`src/ex_pkg.sv`:
```
package ex_pkg;

    localparam int XLEN = 32;

    ////////////////////////////////////////////////////////////////////////////
    // Operations and paths
    ////////////////////////////////////////////////////////////////////////////

    typedef enum logic [4:0] {
        OP_ADD,
        OP_SUB,
        OP_AND,
        OP_OR,
        OP_XOR,
        OP_SLL,
        OP_SRL,
        OP_SRA,
        OP_SLT,
        OP_SLTU,
        OP_LUI,
        OP_MUL,
        OP_MULH,
        OP_MULHU,
        OP_DIV,
        OP_DIVU,
        OP_MOD,
        OP_MODU,
        OP_BEQ,
        OP_BNE,
        OP_BLT,
        OP_BLTU,
        OP_JAL
    } ex_op_e;

    // Which unit produces the result of the held request
    typedef enum logic [1:0] {
        PATH_ALU,
        PATH_MUL,
        PATH_DIV
    } ex_path_e;

    ////////////////////////////////////////////////////////////////////////////
    // Stage interfaces
    ////////////////////////////////////////////////////////////////////////////

    // src2 already carries the immediate for ALU ops, imm is the branch offset
    typedef struct packed {
        ex_op_e          op;
        logic [XLEN-1:0] pc;
        logic [XLEN-1:0] src1;
        logic [XLEN-1:0] src2;
        logic [XLEN-1:0] imm;
        logic [4:0]      rd;
        logic            wen;
        logic            pred_taken;
    } ex_req_t;

    typedef struct packed {
        logic [XLEN-1:0] pc;
        logic [4:0]      rd;
        logic            wen;
        logic [XLEN-1:0] wdata;
    } ex_result_t;

    typedef struct packed {
        logic [XLEN-1:0] branch_pc;
        logic [XLEN-1:0] target;
    } ex_redirect_t;

endpackage

```
`src/ex_issue_reg.sv`:
```
`timescale 1ns/1ps

module ex_issue_reg
    import ex_pkg::*;
(
    input  logic     clk,
    input  logic     rst,
    input  logic     flush_i,
    input  logic     req_valid_i,
    input  ex_req_t  req_i,
    input  logic     retire_i,
    output logic     issue_valid_o,
    output ex_req_t  issue_req_o,
    output ex_path_e issue_path_o,
    output logic     mul_start_o,
    output logic     div_start_o,
    output logic     ready_o
);

    ex_req_t  req_q;
    ex_path_e path_q;
    ex_path_e path_d;
    logic     valid_q;
    logic     busy_q;
    logic     mul_start_q;
    logic     div_start_q;
    logic     capture;

    always_comb begin
        case (req_i.op)
            OP_MUL, OP_MULH, OP_MULHU:        path_d = PATH_MUL;
            OP_DIV, OP_DIVU, OP_MOD, OP_MODU: path_d = PATH_DIV;
            default:                          path_d = PATH_ALU;
        endcase
    end

    assign capture = req_valid_i && !busy_q;

    always_ff @(posedge clk) begin
        if (rst || flush_i) begin
            valid_q     <= 1'b0;
            busy_q      <= 1'b0;
            mul_start_q <= 1'b0;
            div_start_q <= 1'b0;
        end else begin
            mul_start_q <= capture && (path_d == PATH_MUL);
            div_start_q <= capture && (path_d == PATH_DIV);
            if (capture) begin
                valid_q <= 1'b1;
                busy_q  <= (path_d != PATH_ALU);
            end else if (retire_i || !busy_q) begin
                // Long op finished, or a one-cycle ALU slot expires
                valid_q <= 1'b0;
                busy_q  <= 1'b0;
            end
        end
    end

    always_ff @(posedge clk) begin
        if (capture) begin
            req_q  <= req_i;
            path_q <= path_d;
        end
    end

    assign issue_valid_o = valid_q;
    assign issue_req_o   = req_q;
    assign issue_path_o  = path_q;
    assign mul_start_o   = mul_start_q;
    assign div_start_o   = div_start_q;
    assign ready_o       = !busy_q;

endmodule

```
`src/ex_alu.sv`:
```
`timescale 1ns/1ps

module ex_alu
    import ex_pkg::*;
(
    input  ex_op_e          op_i,
    input  logic [XLEN-1:0] pc_i,
    input  logic [XLEN-1:0] src1_i,
    input  logic [XLEN-1:0] src2_i,
    input  logic [XLEN-1:0] imm_i,
    output logic [XLEN-1:0] result_o,
    output logic            taken_o,
    output logic [XLEN-1:0] target_o
);

    logic [XLEN-1:0] link_pc;
    logic [4:0]      shamt;
    logic            lt_signed;
    logic            lt_unsigned;

    assign link_pc     = pc_i + XLEN'(4);
    assign shamt       = src2_i[4:0];
    assign lt_signed   = $signed(src1_i) < $signed(src2_i);
    assign lt_unsigned = src1_i < src2_i;

    ////////////////////////////////////////////////////////////////////////////
    // Result
    ////////////////////////////////////////////////////////////////////////////

    always_comb begin
        case (op_i)
            OP_ADD:  result_o = src1_i + src2_i;
            OP_SUB:  result_o = src1_i - src2_i;
            OP_AND:  result_o = src1_i & src2_i;
            OP_OR:   result_o = src1_i | src2_i;
            OP_XOR:  result_o = src1_i ^ src2_i;
            OP_SLL:  result_o = src1_i << shamt;
            OP_SRL:  result_o = src1_i >> shamt;
            OP_SRA:  result_o = $unsigned($signed(src1_i) >>> shamt);
            OP_SLT:  result_o = {{(XLEN-1){1'b0}}, lt_signed};
            OP_SLTU: result_o = {{(XLEN-1){1'b0}}, lt_unsigned};
            OP_LUI:  result_o = src2_i;
            OP_JAL:  result_o = link_pc;
            // Conditional branches write nothing
            default: result_o = '0;
        endcase
    end

    ////////////////////////////////////////////////////////////////////////////
    // Branch resolution
    ////////////////////////////////////////////////////////////////////////////

    always_comb begin
        case (op_i)
            OP_BEQ:  taken_o = (src1_i == src2_i);
            OP_BNE:  taken_o = (src1_i != src2_i);
            OP_BLT:  taken_o = lt_signed;
            OP_BLTU: taken_o = lt_unsigned;
            OP_JAL:  taken_o = 1'b1;
            default: taken_o = 1'b0;
        endcase
    end

    // Fall-through when not taken
    assign target_o = taken_o ? (pc_i + imm_i) : link_pc;

endmodule

```
`src/ex_mul_unit.sv`:
```
`timescale 1ns/1ps

module ex_mul_unit
    import ex_pkg::*;
#(
    parameter int unsigned MUL_PIPE_STAGES = 2
) (
    input  logic            clk,
    input  logic            rst,
    input  logic            start_i,
    input  ex_op_e          op_i,
    input  logic [XLEN-1:0] src1_i,
    input  logic [XLEN-1:0] src2_i,
    output logic            done_o,
    output logic [XLEN-1:0] product_o
);

    typedef struct packed {
        logic              hi;
        logic [2*XLEN-1:0] prod;
    } mul_data_t;

    logic [MUL_PIPE_STAGES-1:0] valid_q;
    mul_data_t                  data_q [MUL_PIPE_STAGES];
    logic signed [XLEN:0]       a_ext;
    logic signed [XLEN:0]       b_ext;
    logic signed [2*XLEN+1:0]   full;
    mul_data_t                  data_d;

    // One extra bit selects signed or unsigned with a single multiplier
    assign a_ext = {(op_i == OP_MULH) && src1_i[XLEN-1], src1_i};
    assign b_ext = {(op_i == OP_MULH) && src2_i[XLEN-1], src2_i};
    assign full  = a_ext * b_ext;

    assign data_d.hi   = (op_i != OP_MUL);
    assign data_d.prod = full[2*XLEN-1:0];

    always_ff @(posedge clk) begin
        if (rst) begin
            valid_q <= '0;
        end else begin
            valid_q[0] <= start_i;
            for (int i = 1; i < MUL_PIPE_STAGES; i++) begin
                valid_q[i] <= valid_q[i-1];
            end
        end
    end

    always_ff @(posedge clk) begin
        data_q[0] <= data_d;
        for (int i = 1; i < MUL_PIPE_STAGES; i++) begin
            data_q[i] <= data_q[i-1];
        end
    end

    assign done_o    = valid_q[MUL_PIPE_STAGES-1];
    assign product_o = data_q[MUL_PIPE_STAGES-1].hi ? data_q[MUL_PIPE_STAGES-1].prod[2*XLEN-1:XLEN]
                                                    : data_q[MUL_PIPE_STAGES-1].prod[XLEN-1:0];

endmodule

```
`src/ex_div_unit.sv`:
```
`timescale 1ns/1ps

module ex_div_unit
    import ex_pkg::*;
(
    input  logic            clk,
    input  logic            rst,
    input  logic            flush_i,
    input  logic            start_i,
    input  ex_op_e          op_i,
    input  logic [XLEN-1:0] dividend_i,
    input  logic [XLEN-1:0] divisor_i,
    output logic            done_o,
    output logic [XLEN-1:0] result_o
);

    logic            busy_q;
    logic            done_q;
    logic [4:0]      step_q;
    logic [XLEN-1:0] rem_q;
    logic [XLEN-1:0] quo_q;
    logic [XLEN-1:0] dsr_q;
    logic [XLEN-1:0] dividend_q;
    logic            neg_quo_q;
    logic            neg_rem_q;
    logic            sel_rem_q;
    logic            zero_q;
    logic            is_signed;
    logic [XLEN-1:0] abs_a;
    logic [XLEN-1:0] abs_b;
    logic [XLEN:0]   rem_shift;
    logic [XLEN:0]   diff;
    logic [XLEN-1:0] quo_fix;
    logic [XLEN-1:0] rem_fix;

    assign is_signed = (op_i == OP_DIV) || (op_i == OP_MOD);
    assign abs_a     = (is_signed && dividend_i[XLEN-1]) ? -dividend_i : dividend_i;
    assign abs_b     = (is_signed && divisor_i[XLEN-1]) ? -divisor_i : divisor_i;

    // One restoring step, bit XLEN of diff is the borrow
    assign rem_shift = {rem_q, quo_q[XLEN-1]};
    assign diff      = rem_shift - {1'b0, dsr_q};

    always_ff @(posedge clk) begin
        if (rst || flush_i) begin
            busy_q <= 1'b0;
            done_q <= 1'b0;
            step_q <= '0;
        end else begin
            done_q <= 1'b0;
            if (start_i) begin
                busy_q <= 1'b1;
                step_q <= '0;
            end else if (busy_q) begin
                step_q <= step_q + 5'd1;
                if (step_q == 5'(XLEN-1)) begin
                    busy_q <= 1'b0;
                    done_q <= 1'b1;
                end
            end
        end
    end

    always_ff @(posedge clk) begin
        if (start_i) begin
            rem_q      <= '0;
            quo_q      <= abs_a;
            dsr_q      <= abs_b;
            dividend_q <= dividend_i;
            neg_quo_q  <= is_signed && (dividend_i[XLEN-1] ^ divisor_i[XLEN-1]);
            neg_rem_q  <= is_signed && dividend_i[XLEN-1];
            sel_rem_q  <= (op_i == OP_MOD) || (op_i == OP_MODU);
            zero_q     <= (divisor_i == '0);
        end else if (busy_q) begin
            if (!diff[XLEN]) begin
                rem_q <= diff[XLEN-1:0];
                quo_q <= {quo_q[XLEN-2:0], 1'b1};
            end else begin
                rem_q <= rem_shift[XLEN-1:0];
                quo_q <= {quo_q[XLEN-2:0], 1'b0};
            end
        end
    end

    // Most negative by -1 needs no special case, the negated quotient wraps
    // back to the dividend and the remainder is already zero
    assign quo_fix = zero_q ? '1 : (neg_quo_q ? -quo_q : quo_q);
    assign rem_fix = zero_q ? dividend_q : (neg_rem_q ? -rem_q : rem_q);

    assign done_o   = done_q;
    assign result_o = sel_rem_q ? rem_fix : quo_fix;

endmodule

```
`src/ex_result_stage.sv`:
```
`timescale 1ns/1ps

module ex_result_stage
    import ex_pkg::*;
(
    input  logic            clk,
    input  logic            rst,
    input  logic            flush_i,
    input  logic            issue_valid_i,
    input  ex_req_t         issue_req_i,
    input  ex_path_e        issue_path_i,
    input  logic [XLEN-1:0] alu_result_i,
    input  logic            taken_i,
    input  logic [XLEN-1:0] target_i,
    input  logic            mul_done_i,
    input  logic [XLEN-1:0] mul_result_i,
    input  logic            div_done_i,
    input  logic [XLEN-1:0] div_result_i,
    output logic            retire_o,
    output logic            res_valid_o,
    output ex_result_t      res_o,
    output logic            redirect_o,
    output ex_redirect_t    redirect_target_o
);

    logic       alu_fire;
    logic       fire;
    logic       is_cond_branch;
    logic       is_branch;
    logic       mispredict;
    ex_result_t res_d;

    assign is_cond_branch = (issue_req_i.op == OP_BEQ) || (issue_req_i.op == OP_BNE)
                         || (issue_req_i.op == OP_BLT) || (issue_req_i.op == OP_BLTU);
    assign is_branch      = is_cond_branch || (issue_req_i.op == OP_JAL);

    assign alu_fire = issue_valid_i && (issue_path_i == PATH_ALU);
    assign retire_o = issue_valid_i
                   && (((issue_path_i == PATH_MUL) && mul_done_i)
                    || ((issue_path_i == PATH_DIV) && div_done_i));
    assign fire     = alu_fire || retire_o;

    assign mispredict = alu_fire && is_branch && (taken_i != issue_req_i.pred_taken);

    always_comb begin
        res_d.pc  = issue_req_i.pc;
        res_d.rd  = issue_req_i.rd;
        res_d.wen = issue_req_i.wen && !is_cond_branch;
        case (issue_path_i)
            PATH_MUL: res_d.wdata = mul_result_i;
            PATH_DIV: res_d.wdata = div_result_i;
            default:  res_d.wdata = alu_result_i;
        endcase
    end

    ////////////////////////////////////////////////////////////////////////////
    // Output register toward memory stage
    ////////////////////////////////////////////////////////////////////////////

    always_ff @(posedge clk) begin
        if (rst || flush_i) begin
            res_valid_o <= 1'b0;
            redirect_o  <= 1'b0;
        end else begin
            res_valid_o <= fire;
            redirect_o  <= mispredict;
        end
    end

    always_ff @(posedge clk) begin
        if (fire) begin
            res_o <= res_d;
        end
        if (mispredict) begin
            redirect_target_o.branch_pc <= issue_req_i.pc;
            redirect_target_o.target    <= target_i;
        end
    end

endmodule

```
`src/ex_stage_top.sv`:
```
`timescale 1ns/1ps

module ex_stage_top
    import ex_pkg::*;
#(
    parameter int unsigned MUL_PIPE_STAGES = 2
) (
    input  logic         clk,
    input  logic         rst,
    input  logic         flush_i,
    input  logic         req_valid_i,
    input  ex_req_t      req_i,
    output logic         ready_o,
    output logic         res_valid_o,
    output ex_result_t   res_o,
    output logic         redirect_o,
    output ex_redirect_t redirect_target_o
);

    logic            issue_valid;
    ex_req_t         issue_req;
    ex_path_e        issue_path;
    logic            mul_start;
    logic            div_start;
    logic            retire;
    logic [XLEN-1:0] alu_result;
    logic            alu_taken;
    logic [XLEN-1:0] alu_target;
    logic            mul_done;
    logic [XLEN-1:0] mul_result;
    logic            div_done;
    logic [XLEN-1:0] div_result;
    logic            mul_clear;

    // A flushed multiply must not surface after a later issue
    assign mul_clear = rst || flush_i;

    ex_issue_reg u_issue (
        .clk           (clk),
        .rst           (rst),
        .flush_i       (flush_i),
        .req_valid_i   (req_valid_i),
        .req_i         (req_i),
        .retire_i      (retire),
        .issue_valid_o (issue_valid),
        .issue_req_o   (issue_req),
        .issue_path_o  (issue_path),
        .mul_start_o   (mul_start),
        .div_start_o   (div_start),
        .ready_o       (ready_o)
    );

    ex_alu u_alu (
        .op_i     (issue_req.op),
        .pc_i     (issue_req.pc),
        .src1_i   (issue_req.src1),
        .src2_i   (issue_req.src2),
        .imm_i    (issue_req.imm),
        .result_o (alu_result),
        .taken_o  (alu_taken),
        .target_o (alu_target)
    );

    ex_mul_unit #(
        .MUL_PIPE_STAGES (MUL_PIPE_STAGES)
    ) u_mul (
        .clk       (clk),
        .rst       (mul_clear),
        .start_i   (mul_start),
        .op_i      (issue_req.op),
        .src1_i    (issue_req.src1),
        .src2_i    (issue_req.src2),
        .done_o    (mul_done),
        .product_o (mul_result)
    );

    ex_div_unit u_div (
        .clk        (clk),
        .rst        (rst),
        .flush_i    (flush_i),
        .start_i    (div_start),
        .op_i       (issue_req.op),
        .dividend_i (issue_req.src1),
        .divisor_i  (issue_req.src2),
        .done_o     (div_done),
        .result_o   (div_result)
    );

    ex_result_stage u_result (
        .clk               (clk),
        .rst               (rst),
        .flush_i           (flush_i),
        .issue_valid_i     (issue_valid),
        .issue_req_i       (issue_req),
        .issue_path_i      (issue_path),
        .alu_result_i      (alu_result),
        .taken_i           (alu_taken),
        .target_i          (alu_target),
        .mul_done_i        (mul_done),
        .mul_result_i      (mul_result),
        .div_done_i        (div_done),
        .div_result_i      (div_result),
        .retire_o          (retire),
        .res_valid_o       (res_valid_o),
        .res_o             (res_o),
        .redirect_o        (redirect_o),
        .redirect_target_o (redirect_target_o)
    );

endmodule

```
`config.mk`:
```
export PLATFORM = sky130hd
export DESIGN_NAME = ex_stage_top
export DESIGN_NICKNAME = d
export VERILOG_FILES = /design/src/ex_pkg.sv /design/src/ex_issue_reg.sv /design/src/ex_alu.sv /design/src/ex_mul_unit.sv /design/src/ex_div_unit.sv /design/src/ex_result_stage.sv /design/src/ex_stage_top.sv
export SDC_FILE = /design/constraint.sdc
export NUM_CORES = 2
export LEC_CHECK = 0
export BUFFER_PORTS_ARGS = -buffer_cell sky130_fd_sc_hd__buf_2
export CAP_MARGIN = 15
export CORE_MARGIN = 3
export CORE_UTILIZATION = 30
export DETAILED_ROUTE_END_ITERATION = 10
export SLEW_MARGIN = 20
export SYNTH_ARGS = -nofsm -noshare
export SYNTH_HDL_FRONTEND = slang
export SYNTH_SLANG_ARGS = --single-unit
export TNS_END_PERCENT = 30
```
`constraint.sdc`:
```
create_clock -name clk -period 17.1 [get_ports clk]
set_clock_uncertainty 0.2 [all_clocks]
set_input_delay 1.71 -clock clk [delete_from_list [all_inputs] [get_ports clk]]
set_output_delay 1.71 -clock clk [all_outputs]
set_load 0.02 [all_outputs]
```
==> metrics <==
status=complete, no violations; worst-skew pair later-pin latency=0.72 ns; #FFs+latches synth=553; Reg area=14800 sq um; core box area=230000 sq um; Final period util=0.632; final hold slack=0.122 ns; Root Buffer=clkbuf_16; Syn Inst Count=7434; initial core utilization=0.302; initial DRC count=6329; fillcell total=23700; Post-Synthesis Cell Area=69600 sq um; layout cells sized above 1=0.0941; Die Ht=488 um; M2 GR Usage=0.368; Worst path slowest cell=nor4b_1; post-route ant nets=0; Via density=5.43; setup bufs post-CTS=0; router iterations before antenna repair=8; Final Hold Fails=0; DRC errors left=0; kind of critical path=reg2reg; Max stage delay on crit path=0.84 ns; post-route setup TNS=0 ns; vias in the first global route=59000; Final nets=9187; HPWL after DPL=224000 um; most frequent CP cell=fa_1; Seq/Total Area, Yosys=0.213; Setup violations, final=0; Ys Warns=0; htree depth=3; initial antenna violation count=29; Avg Synthesized Cell Area=9.36 sq um; crit path max fanout=15; Total Wirelength=293000 um; nature of the critical path endpoint=register; busiest grt layer=met2; Routability Congestion=1.03; CP startpoint kind=register; Fmax=92.5 MHz; Period minus WS final=10.81 ns; share of the synthesized area in the top cell type=0.325; global-route wire length before repair=421000 um; Num CTS Buffers=67; PostCTS Resize Cnt=0; grt met3 use=0.0649; routing usage on met1=0.315; count of cell types in the netlist=94; unrepaired setup endpoints after global routing=no; CP arrival=11.26 ns; most area-consuming cells after synthesis=fa_1 (32%), edfxtp_1 (16%), ha_1 (6.9%); area occupied by multi-input gates=48400 sq um; die width=488 um; clock buffer depth=3; I/O pins=281; Worst slew margin=0.212; top_reg_cell synth=edfxtp_1; DR WL/cell=27.6 um; input/output buffers=280; max-slew violations=0; EDFF count, synth=376; Util after Layout=0.334; total grt overflow=0; number of vias after detailed routing=57700; post-synth top area cell=fa_1; Max Cap Viol=0; GRT Resource Usage Total=0.244; worst-margin pin slew=1.17 ns; row count=176; Buffers & Inverters on Critical Path=4; critical path data required time=17.54 ns; Synth async-reset ratio=0; net count of the mapped netlist=9089; HP Class=reg2reg; CTS sink count=553; die area=238000 sq um; Layout area overhead=10.4%; CTS tree=yes; largest net degree at the start of global routing=83; post-cts hold buffer count=0; Largest delay share family, worst path=adder cells; Reg clk slew, reported paths=0.06 ns
## path summary, 6_finish.rpt
path                                          startpoint                   to  depth (start not counted)  slack [ns]
worst max-delay path            u_issue.issue_req_o[136]  u_mul.data_q[0][60]                         28        6.29
worst min register to register       u_mul.data_q[0][19]  u_mul.data_q[0][84]                          0        0.12
worst max register to register  u_issue.issue_req_o[136]  u_mul.data_q[0][60]                         28        6.29
worst min-delay path                 u_mul.data_q[0][19]  u_mul.data_q[0][84]                          0        0.12
## metrics by stage
step	cell area, sq um	worst slack [ns]	cells
2_1_floorplan	69600	7.82	7434
3_3_place_gp	74500	6.66	10500
3_5_place_dp	74500	6.54	10500
4_1_cts	76800	6.50	10600
5_1_grt	76800	6.19	10600
6_report	76800	6.29	10600
## sequential cells by signal (all words and copies together), names as in the netlist, 5 cells and up
register,flops
u_issue.issue_req_o,140
u_div.rem_q,32
u_div.dsr_q,32
u_div.dividend_q,32
u_result.redirect_target_o,64
u_result.res_o,70
u_div.quo_q,32
u_mul.data_q,130
u_div.step_q,5
## cell usage after synthesis, types with 23 or more instances
cell / number
a21oi_1: 294
o21bai_1: 27
xor2_1: 90
o21a_1: 24
mux2_2: 27
buf_2: 25
nand2b_1: 39
o221ai_1: 24
a21o_1: 86
mux2i_1: 89
mux4_2: 41
and3_1: 33
o211ai_1: 46
and2_1: 27
nor2_1: 724
xnor2_1: 213
clkbuf_1: 277
nand4_1: 25
nor3_1: 60
o21ai_0: 268
a31oi_1: 41
edfxtp_1: 376
nand3_1: 65
fa_1: 1129
o31ai_1: 34
nor4_1: 23
inv_1: 1261
or3_1: 26
buf_1: 111
a221oi_1: 25
nand2_1: 943
nor2b_1: 27
a22oi_1: 24
ha_1: 382
a211oi_1: 69
dfxtp_1: 177
## per-layer routing
layer | part of all wire | routed length, um
met1 | 0.38 | 112000
met2 | 0.43 | 127000
met3 | 0.11 | 33000
met4 | 0.068 | 20000
met5 | 0.00010 | 30
## cell usage in the layout (no fill, tap or decap), types with 15 or more instances in the layout
master and count:
inv_1 1260, fa_1 1128, nand2_1 942, nor2_1 724
ha_1 382, edfxtp_1 376, a21oi_1 294, buf_2 280
o21ai_0 268, xnor2_1 213, dfxtp_1 174, buf_4 166
xor2_1 90, mux2i_1 89, a21o_1 86, a211oi_1 69
clkbuf_16 69, nand3_1 64, nor3_1 56, o211ai_1 46
a31oi_1 41, mux4_2 41, nand2b_1 39, o31ai_1 34
and3_1 33, clkinv_1 28, and2_1 27, o21bai_1 27
mux2_2 27, nor2b_1 26, or3_1 26, nand4_1 25
a221oi_1 25, o21a_1 24, a22oi_1 24, o221ai_1 24
nor4_1 21, o22ai_1 21, or2_2 16, o21ai_1 15
## kinds of logic after synthesis
logic type,Yosys count,share of synthesized area
simple gates,2053,0.124
buf+inv,1711,0.0931
fa+ha+maj,1511,0.393
compound gates,1146,0.107
flops,553,0.213
xor+xnor,303,0.0381
mux,157,0.0304
## layout make-up
cell class / count / area share
Antenna cell: 8 / 0.000261
Clock buffer: 81 / 0.0238
Clock inverter: 43 / 0.00555
Inverter: 1291 / 0.0631
Multi-Input combinational cell: 5170 / 0.630
Sequential cell: 553 / 0.193
Tap cell: 3026 / 0.0493
Timing Repair Buffer: 449 / 0.0353
Power is not shown: default switching activity piles up to over one toggle a cycle in this logic, so the estimate is an artifact.
